===== src/design/core_pkg.sv =====
package core_pkg;

    localparam int XLEN = 32;

    typedef logic [4:0] reg_addr_t;

    localparam logic [XLEN-1:0] REGPC_NOP = 32'hffff_ffff;  // Marks an empty slot.
    localparam logic [XLEN-1:0] INST_NOP  = 32'h0000_0013;  // addi x0, x0, 0.
    localparam logic [XLEN-1:0] RESET_PC  = 32'h0000_0000;

    // Major opcodes in bits 6:0.
    typedef enum logic [6:0] {
        OPC_OP     = 7'b0110011,
        OPC_OP_IMM = 7'b0010011,
        OPC_LUI    = 7'b0110111,
        OPC_BRANCH = 7'b1100011,
        OPC_JAL    = 7'b1101111
    } opcode_e;

    typedef enum logic [3:0] {
        ALU_ADD,
        ALU_SUB,
        ALU_AND,
        ALU_OR,
        ALU_XOR,
        ALU_SLT,
        ALU_SLL,
        ALU_SRL
    } alu_op_e;

    typedef enum logic [2:0] {
        BR_NONE,
        BR_BEQ,
        BR_BNE,
        BR_BLT,
        BR_JUMP
    } branch_op_e;

    localparam logic [2:0] F3_ADD_SUB = 3'b000;
    localparam logic [2:0] F3_SLL     = 3'b001;
    localparam logic [2:0] F3_SLT     = 3'b010;
    localparam logic [2:0] F3_XOR     = 3'b100;
    localparam logic [2:0] F3_SRL     = 3'b101;
    localparam logic [2:0] F3_OR      = 3'b110;
    localparam logic [2:0] F3_AND     = 3'b111;
    localparam logic [2:0] F3_BEQ     = 3'b000;
    localparam logic [2:0] F3_BNE     = 3'b001;
    localparam logic [2:0] F3_BLT     = 3'b100;

endpackage


===== src/design/core_top.sv =====
module core_top
    import core_pkg::*;
(
    input  logic            clk,
    input  logic            reset,

    output logic            mem_start,
    input  logic            mem_ready,
    output logic [XLEN-1:0] mem_addr,
    input  logic [XLEN-1:0] mem_data,
    input  logic            mem_data_valid,

    output logic            retire_valid,
    output logic [XLEN-1:0] retire_pc,
    output reg_addr_t       retire_rd,
    output logic [XLEN-1:0] retire_value
);

    logic [XLEN-1:0] id_reg_pc;
    logic [XLEN-1:0] id_inst;
    logic            stall_flg;
    reg_addr_t       rs1_addr;
    reg_addr_t       rs2_addr;
    logic [XLEN-1:0] rs1_val;
    logic [XLEN-1:0] rs2_val;

    logic [XLEN-1:0] ex_pc;
    alu_op_e         ex_alu_op;
    branch_op_e      ex_branch_op;
    reg_addr_t       ex_rd;
    logic [XLEN-1:0] ex_op_a;
    logic [XLEN-1:0] ex_op_b;
    logic [XLEN-1:0] ex_offset;
    logic [XLEN-1:0] ex_rs2_val;

    logic [XLEN-1:0] wb_pc;
    reg_addr_t       wb_rd;
    logic [XLEN-1:0] wb_value;
    logic            wb_taken;
    logic [XLEN-1:0] wb_target;

    reg_addr_t       rd_addr;
    logic            rd_we;
    logic [XLEN-1:0] rd_data;
    logic            wb_branch_hazard;
    logic [XLEN-1:0] wb_reg_pc;

    fetch_stage u_fetch (
        .clk, .reset, .wb_reg_pc, .wb_branch_hazard, .stall_flg,
        .id_reg_pc, .id_inst,
        .mem_start, .mem_ready, .mem_addr, .mem_data, .mem_data_valid
    );

    decode_stage u_decode (
        .clk, .reset, .id_reg_pc, .id_inst, .wb_branch_hazard,
        .rs1_val, .rs2_val, .stall_flg, .rs1_addr, .rs2_addr,
        .ex_pc, .ex_alu_op, .ex_branch_op, .ex_rd,
        .ex_op_a, .ex_op_b, .ex_offset, .ex_rs2_val
    );

    register_file u_regs (
        .clk, .reset, .rs1_addr, .rs2_addr, .rs1_val, .rs2_val,
        .rd_addr, .rd_we, .rd_data
    );

    execute_stage u_execute (
        .clk, .reset, .ex_pc, .ex_alu_op, .ex_branch_op, .ex_rd,
        .ex_op_a, .ex_op_b, .ex_offset, .ex_rs2_val, .wb_branch_hazard,
        .wb_pc, .wb_rd, .wb_value, .wb_taken, .wb_target
    );

    writeback_stage u_writeback (
        .wb_pc, .wb_rd, .wb_value, .wb_taken, .wb_target,
        .rd_addr, .rd_we, .rd_data, .wb_branch_hazard, .wb_reg_pc,
        .retire_valid, .retire_pc, .retire_rd, .retire_value
    );

endmodule


===== src/design/decode_stage.sv =====
module decode_stage
    import core_pkg::*;
(
    input  logic            clk,
    input  logic            reset,

    input  logic [XLEN-1:0] id_reg_pc,
    input  logic [XLEN-1:0] id_inst,
    input  logic            wb_branch_hazard,

    input  logic [XLEN-1:0] rs1_val,
    input  logic [XLEN-1:0] rs2_val,

    output logic            stall_flg,
    output reg_addr_t       rs1_addr,
    output reg_addr_t       rs2_addr,

    output logic [XLEN-1:0] ex_pc,
    output alu_op_e         ex_alu_op,
    output branch_op_e      ex_branch_op,
    output reg_addr_t       ex_rd,
    output logic [XLEN-1:0] ex_op_a,
    output logic [XLEN-1:0] ex_op_b,
    output logic [XLEN-1:0] ex_offset,
    output logic [XLEN-1:0] ex_rs2_val
);

    logic            held_valid;
    logic [XLEN-1:0] held_pc;
    logic [XLEN-1:0] held_inst;

    logic [XLEN-1:0] cur_pc;
    logic [XLEN-1:0] cur_inst;
    logic            cur_valid;
    opcode_e         opcode;
    logic [2:0]      funct3;
    reg_addr_t       rd_field;

    logic [XLEN-1:0] imm_i;
    logic [XLEN-1:0] imm_u;
    logic [XLEN-1:0] imm_b;
    logic [XLEN-1:0] imm_j;

    alu_op_e         f3_alu_op;
    logic            f3_ok;
    logic            supported;
    logic            uses_rs1;
    logic            uses_rs2;
    alu_op_e         dec_alu_op;
    branch_op_e      dec_branch_op;
    reg_addr_t       dec_rd;
    logic [XLEN-1:0] dec_op_a;
    logic [XLEN-1:0] dec_op_b;
    logic [XLEN-1:0] dec_offset;

    // Fetch sends a bubble while a held word is pending.
    assign cur_pc    = held_valid ? held_pc : id_reg_pc;
    assign cur_inst  = held_valid ? held_inst : id_inst;
    assign cur_valid = (cur_pc != REGPC_NOP);

    assign opcode   = opcode_e'(cur_inst[6:0]);
    assign funct3   = cur_inst[14:12];
    assign rd_field = cur_inst[11:7];
    assign rs1_addr = cur_inst[19:15];
    assign rs2_addr = cur_inst[24:20];

    assign imm_i = {{20{cur_inst[31]}}, cur_inst[31:20]};
    assign imm_u = {cur_inst[31:12], 12'b0};
    assign imm_b = {{20{cur_inst[31]}}, cur_inst[7], cur_inst[30:25], cur_inst[11:8], 1'b0};
    assign imm_j = {{12{cur_inst[31]}}, cur_inst[19:12], cur_inst[20], cur_inst[30:21], 1'b0};

    // Shared by register and immediate forms.
    always_comb begin
        f3_alu_op = ALU_ADD;
        f3_ok     = 1'b1;
        case (funct3)
            F3_ADD_SUB: f3_alu_op = (opcode == OPC_OP && cur_inst[30]) ? ALU_SUB : ALU_ADD;
            F3_SLL:     f3_alu_op = ALU_SLL;
            F3_SLT:     f3_alu_op = ALU_SLT;
            F3_XOR:     f3_alu_op = ALU_XOR;
            F3_SRL: begin
                f3_alu_op = ALU_SRL;
                f3_ok     = !cur_inst[30];  // Arithmetic shift not supported.
            end
            F3_OR:      f3_alu_op = ALU_OR;
            F3_AND:     f3_alu_op = ALU_AND;
            default:    f3_ok     = 1'b0;
        endcase
    end

    always_comb begin
        dec_alu_op    = f3_alu_op;
        dec_branch_op = BR_NONE;
        dec_rd        = rd_field;
        dec_op_a      = rs1_val;
        dec_op_b      = imm_i;
        dec_offset    = imm_b;
        supported     = 1'b1;
        uses_rs1      = 1'b0;
        uses_rs2      = 1'b0;
        case (opcode)
            OPC_OP: begin
                uses_rs1  = 1'b1;
                uses_rs2  = 1'b1;
                dec_op_b  = rs2_val;
                supported = f3_ok;
            end
            OPC_OP_IMM: begin
                uses_rs1  = 1'b1;
                supported = f3_ok;
            end
            OPC_LUI: begin
                dec_alu_op = ALU_ADD;
                dec_op_a   = '0;
                dec_op_b   = imm_u;
            end
            OPC_BRANCH: begin
                uses_rs1 = 1'b1;
                uses_rs2 = 1'b1;
                dec_rd   = '0;
                case (funct3)
                    F3_BEQ:  dec_branch_op = BR_BEQ;
                    F3_BNE:  dec_branch_op = BR_BNE;
                    F3_BLT:  dec_branch_op = BR_BLT;
                    default: supported     = 1'b0;
                endcase
            end
            OPC_JAL: begin
                dec_alu_op    = ALU_ADD;
                dec_branch_op = BR_JUMP;
                dec_op_a      = cur_pc;
                dec_op_b      = 32'd4;       // Link value.
                dec_offset    = imm_j;
            end
            default: supported = 1'b0;
        endcase
        if (!supported || !cur_valid) begin
            dec_rd        = '0;
            dec_branch_op = BR_NONE;
        end
    end

    assign stall_flg = cur_valid && (ex_rd != '0) &&
                       ((uses_rs1 && rs1_addr == ex_rd) || (uses_rs2 && rs2_addr == ex_rd));

    always_ff @(posedge clk) begin
        if (reset) begin
            held_valid   <= 1'b0;
            ex_pc        <= REGPC_NOP;
            ex_rd        <= '0;
            ex_branch_op <= BR_NONE;
        end else if (wb_branch_hazard || stall_flg) begin
            held_valid   <= stall_flg && !wb_branch_hazard;
            ex_pc        <= REGPC_NOP;
            ex_rd        <= '0;
            ex_branch_op <= BR_NONE;
        end else begin
            held_valid   <= 1'b0;
            ex_pc        <= cur_pc;
            ex_rd        <= dec_rd;
            ex_branch_op <= dec_branch_op;
        end
    end

    always_ff @(posedge clk) begin
        ex_alu_op  <= dec_alu_op;
        ex_op_a    <= dec_op_a;
        ex_op_b    <= dec_op_b;
        ex_offset  <= dec_offset;
        ex_rs2_val <= rs2_val;
        if (stall_flg) begin
            held_pc   <= cur_pc;
            held_inst <= cur_inst;
        end
    end

endmodule


===== src/design/execute_stage.sv =====
module execute_stage
    import core_pkg::*;
(
    input  logic            clk,
    input  logic            reset,

    input  logic [XLEN-1:0] ex_pc,
    input  alu_op_e         ex_alu_op,
    input  branch_op_e      ex_branch_op,
    input  reg_addr_t       ex_rd,
    input  logic [XLEN-1:0] ex_op_a,
    input  logic [XLEN-1:0] ex_op_b,
    input  logic [XLEN-1:0] ex_offset,
    input  logic [XLEN-1:0] ex_rs2_val,
    input  logic            wb_branch_hazard,

    output logic [XLEN-1:0] wb_pc,
    output reg_addr_t       wb_rd,
    output logic [XLEN-1:0] wb_value,
    output logic            wb_taken,
    output logic [XLEN-1:0] wb_target
);

    logic [XLEN-1:0] alu_result;
    logic            taken;
    logic [XLEN-1:0] target;

    always_comb begin
        case (ex_alu_op)
            ALU_ADD: alu_result = ex_op_a + ex_op_b;
            ALU_SUB: alu_result = ex_op_a - ex_op_b;
            ALU_AND: alu_result = ex_op_a & ex_op_b;
            ALU_OR:  alu_result = ex_op_a | ex_op_b;
            ALU_XOR: alu_result = ex_op_a ^ ex_op_b;
            ALU_SLT: alu_result = {31'b0, $signed(ex_op_a) < $signed(ex_op_b)};
            ALU_SLL: alu_result = ex_op_a << ex_op_b[4:0];
            ALU_SRL: alu_result = ex_op_a >> ex_op_b[4:0];
            default: alu_result = '0;
        endcase
    end

    // Branches compare rs1 against rs2.
    always_comb begin
        case (ex_branch_op)
            BR_BEQ:  taken = (ex_op_a == ex_rs2_val);
            BR_BNE:  taken = (ex_op_a != ex_rs2_val);
            BR_BLT:  taken = ($signed(ex_op_a) < $signed(ex_rs2_val));
            BR_JUMP: taken = 1'b1;
            default: taken = 1'b0;
        endcase
    end

    assign target = ex_pc + ex_offset;

    always_ff @(posedge clk) begin
        if (reset || wb_branch_hazard) begin
            wb_pc    <= REGPC_NOP;  // Wrong-path slot becomes a bubble.
            wb_rd    <= '0;
            wb_taken <= 1'b0;
        end else begin
            wb_pc    <= ex_pc;
            wb_rd    <= ex_rd;
            wb_taken <= taken;
        end
    end

    always_ff @(posedge clk) begin
        wb_value  <= alu_result;
        wb_target <= target;
    end

endmodule


===== src/design/fetch_stage.sv =====
module fetch_stage
    import core_pkg::*;
(
    input  logic            clk,
    input  logic            reset,

    input  logic [XLEN-1:0] wb_reg_pc,
    input  logic            wb_branch_hazard,
    input  logic            stall_flg,

    output logic [XLEN-1:0] id_reg_pc,
    output logic [XLEN-1:0] id_inst,

    output logic            mem_start,
    input  logic            mem_ready,
    output logic [XLEN-1:0] mem_addr,
    input  logic [XLEN-1:0] mem_data,
    input  logic            mem_data_valid
);

    typedef enum logic {
        ST_WAIT_READY,
        ST_WAIT_VALID
    } fetch_state_e;

    fetch_state_e    state;
    logic [XLEN-1:0] inner_pc;      // Address of the open request, else the next one.
    logic            is_fetched;    // A word is parked in the saved slot.

    logic [XLEN-1:0] saved_pc;
    logic [XLEN-1:0] saved_inst;

    logic            got_word;
    logic            have_word;
    logic            bus_free;
    logic            want_issue;
    logic            pass_word;
    logic [XLEN-1:0] word_pc;
    logic [XLEN-1:0] word_inst;

    // Fresh data only counts when no word is parked.
    assign got_word  = (state == ST_WAIT_VALID) && !is_fetched && mem_data_valid;
    assign have_word = got_word || ((state == ST_WAIT_VALID) && is_fetched);

    assign word_pc   = got_word ? inner_pc : saved_pc;
    assign word_inst = got_word ? mem_data : saved_inst;

    // The word moves on only when decode takes it and no redirect kills it.
    assign pass_word = have_word && !stall_flg && !wb_branch_hazard;

    // No request is open after this cycle, so a new one may go out.
    assign bus_free   = (state == ST_WAIT_READY) || have_word;
    assign want_issue = wb_branch_hazard || (state == ST_WAIT_READY) || !stall_flg;

    assign mem_start = !reset && bus_free && want_issue && mem_ready;
    assign mem_addr  = wb_branch_hazard ? wb_reg_pc :
                       got_word         ? inner_pc + 32'd4 :
                                          inner_pc;

    always_ff @(posedge clk) begin
        if (reset) begin
            state      <= ST_WAIT_READY;
            is_fetched <= 1'b0;
            inner_pc   <= RESET_PC;
            id_reg_pc  <= REGPC_NOP;
            id_inst    <= INST_NOP;
        end else begin
            id_reg_pc <= pass_word ? word_pc : REGPC_NOP;
            id_inst   <= pass_word ? word_inst : INST_NOP;

            if (mem_start) begin
                state      <= ST_WAIT_VALID;
                is_fetched <= 1'b0;
                inner_pc   <= mem_addr;
            end else if (wb_branch_hazard) begin
                // An open request is left to finish and its data is dropped.
                state      <= ST_WAIT_READY;
                is_fetched <= 1'b0;
                inner_pc   <= wb_reg_pc;
            end else if (got_word && stall_flg) begin
                is_fetched <= 1'b1;             // Park until decode moves.
                inner_pc   <= inner_pc + 32'd4;
            end else if (got_word) begin
                state      <= ST_WAIT_READY;
                inner_pc   <= inner_pc + 32'd4;
            end else if (is_fetched && !stall_flg) begin
                state      <= ST_WAIT_READY;
                is_fetched <= 1'b0;
            end
        end
    end

    always_ff @(posedge clk) begin
        if (got_word && stall_flg) begin
            saved_pc   <= inner_pc;
            saved_inst <= mem_data;
        end
    end

endmodule


===== src/design/register_file.sv =====
module register_file
    import core_pkg::*;
(
    input  logic            clk,
    input  logic            reset,
    input  reg_addr_t       rs1_addr,
    input  reg_addr_t       rs2_addr,
    output logic [XLEN-1:0] rs1_val,
    output logic [XLEN-1:0] rs2_val,
    input  reg_addr_t       rd_addr,
    input  logic            rd_we,
    input  logic [XLEN-1:0] rd_data
);

    logic [XLEN-1:0] regs [32];

    function automatic logic [XLEN-1:0] read_port(input reg_addr_t addr);
        if (addr == '0) begin
            return '0;
        end else if (rd_we && rd_addr == addr) begin
            return rd_data;     // Write-through.
        end
        return regs[addr];
    endfunction

    always_comb begin
        rs1_val = read_port(rs1_addr);
        rs2_val = read_port(rs2_addr);
    end

    always_ff @(posedge clk) begin
        if (reset) begin
            regs <= '{default: '0};
        end else if (rd_we && rd_addr != '0) begin
            regs[rd_addr] <= rd_data;
        end
    end

endmodule


===== src/design/writeback_stage.sv =====
module writeback_stage
    import core_pkg::*;
(
    input  logic [XLEN-1:0] wb_pc,
    input  reg_addr_t       wb_rd,
    input  logic [XLEN-1:0] wb_value,
    input  logic            wb_taken,
    input  logic [XLEN-1:0] wb_target,

    output reg_addr_t       rd_addr,
    output logic            rd_we,
    output logic [XLEN-1:0] rd_data,

    output logic            wb_branch_hazard,
    output logic [XLEN-1:0] wb_reg_pc,

    output logic            retire_valid,
    output logic [XLEN-1:0] retire_pc,
    output reg_addr_t       retire_rd,
    output logic [XLEN-1:0] retire_value
);

    logic slot_valid;

    assign slot_valid = (wb_pc != REGPC_NOP);

    assign rd_addr = wb_rd;
    assign rd_we   = slot_valid && (wb_rd != '0);
    assign rd_data = wb_value;

    assign wb_branch_hazard = slot_valid && wb_taken;
    assign wb_reg_pc        = wb_target;

    // Value reads zero when nothing is written.
    assign retire_valid = slot_valid;
    assign retire_pc    = wb_pc;
    assign retire_rd    = wb_rd;
    assign retire_value = rd_we ? wb_value : '0;

endmodule


===== config.mk =====
export PLATFORM = sky130hd
export DESIGN_NAME = core_top
export DESIGN_NICKNAME = d
export VERILOG_FILES = /design/src/design/core_pkg.sv /design/src/design/core_top.sv /design/src/design/decode_stage.sv /design/src/design/execute_stage.sv /design/src/design/fetch_stage.sv /design/src/design/register_file.sv /design/src/design/writeback_stage.sv
export SDC_FILE = /design/constraint.sdc
export NUM_CORES = 2
export LEC_CHECK = 0
export BUFFER_PORTS_ARGS = -buffer_cell sky130_fd_sc_hd__buf_2
export CORE_MARGIN = 10
export CORE_UTILIZATION = 30
export DETAILED_ROUTE_END_ITERATION = 6
export PLACE_DENSITY_LB_ADDON = 0.15
export SLEW_MARGIN = 20
export SYNTH_ARGS = -nofsm -noshare
export SYNTH_HDL_FRONTEND = slang
export SYNTH_SLANG_ARGS = --single-unit

===== constraint.sdc =====
create_clock -name clk -period 11.1 [get_ports clk]
set_clock_uncertainty 0.1 [all_clocks]
set_input_delay 2.22 -clock clk [delete_from_list [all_inputs] [get_ports clk]]
set_output_delay 2.22 -clock clk [all_outputs]
set_load 0.005 [all_outputs]

==> impl_metrics.env <==
export IMPL_status="finished, final reports clean"
export IMPL_ys_seq_area_frac=0.3958
export IMPL_grt_pass1_wl_um=485100
export IMPL_seq_area_um2=31580
export IMPL_grt_ovfl_total=0
export IMPL_synth_edf_count=128
export IMPL_cp_max_fo=41
export IMPL_initial_core_util=0.3010
export IMPL_hpwl_um=213000
export IMPL_antenna_found_initial=19
export IMPL_yosys_warnings=0
export IMPL_die_area_um2=286700
export IMPL_final_max_slew_viol_count=0
export IMPL_worstPathRequired_ns=8.78
export IMPL_rrSetupSlack_ns=5.66
export IMPL_path_cells="buf_2 > nand2_1 > nor2_4 > buf_4 > and3_1 > nand3_1 > nor2_1 > nand4_1 > xor2_1 > o21ai_0 > buf_2"
export IMPL_tritoncts="done"
export IMPL_grt_setup_unrepaired="no"
export IMPL_fin_crit_sh=0.6350
export IMPL_cts_buffers=174
export IMPL_cts_max_path_buffers=3
export IMPL_worstPathArrival_ns=4.73
export IMPL_slowest_delay_ns=0.52
export IMPL_relSlewSlack=0.1344
export IMPL_path_clk_slew_ns=0.06
export IMPL_synth_cells=8669
export IMPL_start_kind="primary input"
export IMPL_clkSinkCount=1512
export IMPL_gp_congestion=0.9146
export IMPL_fin_crit_ns=7.048
export IMPL_htreeDepth=4
export IMPL_synth_distinct_cells=88
export IMPL_insertion_delay_ns=0.85
export IMPL_fmaxAchievable_mhz=141.9
export IMPL_ir_worst_vdd_mv=0.1578
export IMPL_leakagePower_uw=0.02963
export IMPL_grt_busiest_layer="met2"
export IMPL_cp_top_family="simple AND/OR/NAND/NOR gates"
export IMPL_synth_nets=8868
export IMPL_rows=189
export IMPL_routed_wirelength_um=340200
export IMPL_synth_area_um2=79710
export IMPL_criticalPathCategory="primary input to primary output"
export IMPL_power_density_nw_per_um2=140.1
export IMPL_syn_to_final_growth_pct=12.16
export IMPL_syn_area_per_cell_um2=9.195
export IMPL_globalRouteMet3Util=0.05253
export IMPL_routedWlPerCell_um=28.17
export IMPL_dp_cells=11760
export IMPL_synth_seq_cells=1512
export IMPL_path_buf_inv=3
export IMPL_finalSetupTns_ns=0
export IMPL_drt_initial_drc_count=6970
export IMPL_cts_resized=0
export IMPL_io_pins=139
export IMPL_endpoint_kind="primary output"
export IMPL_fillers=27330
export IMPL_grtUsageMet2=0.3538
export IMPL_nets=8597
export IMPL_ctsHoldBuffers=0
export IMPL_routed_via_density=5.573
export IMPL_drc=0
export IMPL_die_h_um=535.5
export IMPL_first_pass_iters=7
export IMPL_synthFlopType="dfxtp_1"
export IMPL_finalNonFillerCells=12080
export IMPL_tightestPinTransition_ns=1.266
export IMPL_multi_input_area_um2=44630
export IMPL_grt_use_met1=0.3113
export IMPL_crit_top_cell="buf_2"
export IMPL_vias=67310
export IMPL_min_path_type="flop to flop"
export IMPL_cpMaxStageDelayCell="and3_1"
export IMPL_first_global_vias=64980
export IMPL_cts_root_buf="clkbuf_16"
export IMPL_core_area_um2=264900
export IMPL_die_w_um=535.5
export IMPL_drv_cap=0
export IMPL_setup_viol=0
export IMPL_postCtsSetupBuffers=0
export IMPL_grt_max_degree=105
export IMPL_antenna_left=0
export IMPL_ys_async_sr_fraction=0
export IMPL_io_buffers=138
export IMPL_hold_viol=0
export IMPL_timing_hold_ws_ns=0.3547
export IMPL_grt_use_total=0.2275
export IMPL_drive_above_1_share=0.1541
metrics by stage:
| step | cell area, um^2 | worst slack [ns] | power [uW] | util |
|---|---|---|---|---|
| after detailed placement | 83740 | 4.011 | 6841 | 0.3162 |
| after global placement | 83630 | 4.044 | 6844 | 0.3158 |
| after global routing | 89390 | 3.780 | 12900 | 0.3375 |
| after floorplan | 79710 | 5.063 | 6390 | - |
| final | 89410 | 4.052 | 12530 | 0.3376 |
| after CTS | 89390 | 4.002 | 12630 | 0.3375 |
synthesized netlist by cell type (all sizes together), types with 10 or more instances:
cell type  instances  area (um^2)
mux2              62        698.2
o21ai            184        920.9
nand4             42        262.8
and2              82        515.5
a21oi            714         3573
o21bai            17        127.6
or3               52        325.3
buf              256         1276
xnor2             49        429.2
o21a              15        112.6
mux2i            620         6254
a211oi            34        255.2
dfxtp           1384        27710
xor2              27        236.5
a21o              71        533.0
o211ai            27        202.7
nand2b            44        275.3
inv              175        659.4
a221oi            33        289.0
o22ai             39        244.0
edfxtp           128         3844
clkbuf           534         2004
nand2           1747         6558
a22oi             29        217.7
o221ai            16        140.1
mux4             536        12070
nor3              49        272.8
and3              38        237.7
nand3            447         2237
a221o             31        310.3
o31ai             14        105.1
nor4              17        106.4
a211o             10        87.58
nor2             753         2826
a31oi             50        312.8
ha               160         2002
nor2b             60        375.4
sequential cells by signal, indices dropped and copies added, names as in the netlist, 3 cells and up:
signal                 count
u_decode.ex_rs2_val       32
u_fetch.id_reg_pc         32
u_decode.held_pc          32
u_fetch.inner_pc          32
u_execute.wb_target       32
u_decode.ex_offset        20
u_execute.wb_pc           32
u_decode.ex_op_a          32
u_decode.ex_pc            32
u_decode.ex_rd             5
u_regs.regs             1024
u_fetch.id_inst           32
u_decode.ex_alu_op         3
u_execute.wb_value        32
u_fetch.saved_inst        32
u_fetch.saved_pc          32
u_decode.held_inst        32
u_decode.ex_op_b          32
u_execute.wb_rd            5
u_decode.ex_branch_op      3
cells by family (layout without fill, tap and decap cells):
group | after synthesis | in the layout | synth area share
xor+xnor | 76 | 76 | 0.008350
compound gates | 1358 | 1358 | 0.1020
buf+inv | 968 | 834 | 0.04957
simple gates | 3374 | 3374 | 0.1797
flops | 1512 | 1512 | 0.3958
mux | 1218 | 1218 | 0.2386
other cells | 0 | 8 | 0
fa+ha+maj | 163 | 163 | 0.02587
power by group:
| part | internal (uW) | switching (uW) | leakage [uW] |
|---|---|---|---|
| combinational | 293 | 795 | 0.0146 |
| clock | 3260 | 2530 | 0.00275 |
| sequential | 5580 | 73.7 | 0.0123 |
path summary, 6_finish.rpt:
path	startpoint	cells past startpoint	endpoint
setup / recovery	mem_data_valid	11	mem_addr[26]
hold / removal	u_decode.ex_pc[16]$_SDFF_PP1_	1	u_execute.wb_pc[16]$_SDFF_PP1_
setup reg to reg	u_execute.wb_rd[3]$_SDFF_PP0_	12	u_decode.ex_op_b[10]$_DFF_P_
hold reg to reg	u_decode.ex_pc[16]$_SDFF_PP1_	1	u_execute.wb_pc[16]$_SDFF_PP1_
metal layers:
| metal | routed length [um] | vias up |
|---|---|---|
| li1 | - | 29990 |
| met1 | 148100 | 33930 |
| met2 | 151500 | 2791 |
| met3 | 28770 | 583 |
| met4 | 11700 | 14 |
| met5 | 96 | - |
placed cells by master, fill, tap and decap left out, drive strengths merged, types with 9 or more instances in the layout:
cell,count
a211o,10
a211oi,34
a21o,71
a21oi,714
a221o,31
a221oi,33
a22oi,29
a31oi,50
and2,82
and3,38
buf,343
clkbuf,265
clkinv,38
dfxtp,1384
edfxtp,128
ha,160
inv,181
mux2,62
mux2i,620
mux4,536
nand2,1747
nand2b,44
nand3,447
nand4,42
nor2,753
nor2b,60
nor3,49
nor4,17
o211ai,27
o21a,15
o21ai,184
o21bai,17
o221ai,16
o22ai,39
o31ai,14
or2,9
or3,52
xnor2,49
xor2,27
area by class of cell:
cell class | count | area share
tap | 3533 | 0.04944
sequential | 1512 | 0.3532
clock buffer | 265 | 0.05621
clock inverter | 48 | 0.006983
antenna | 8 | 0.0002239
timing repair buffer | 343 | 0.02673
multi-input combinational | 6189 | 0.4991
inverter | 178 | 0.008047
Power figures use the tool's default switching activity.
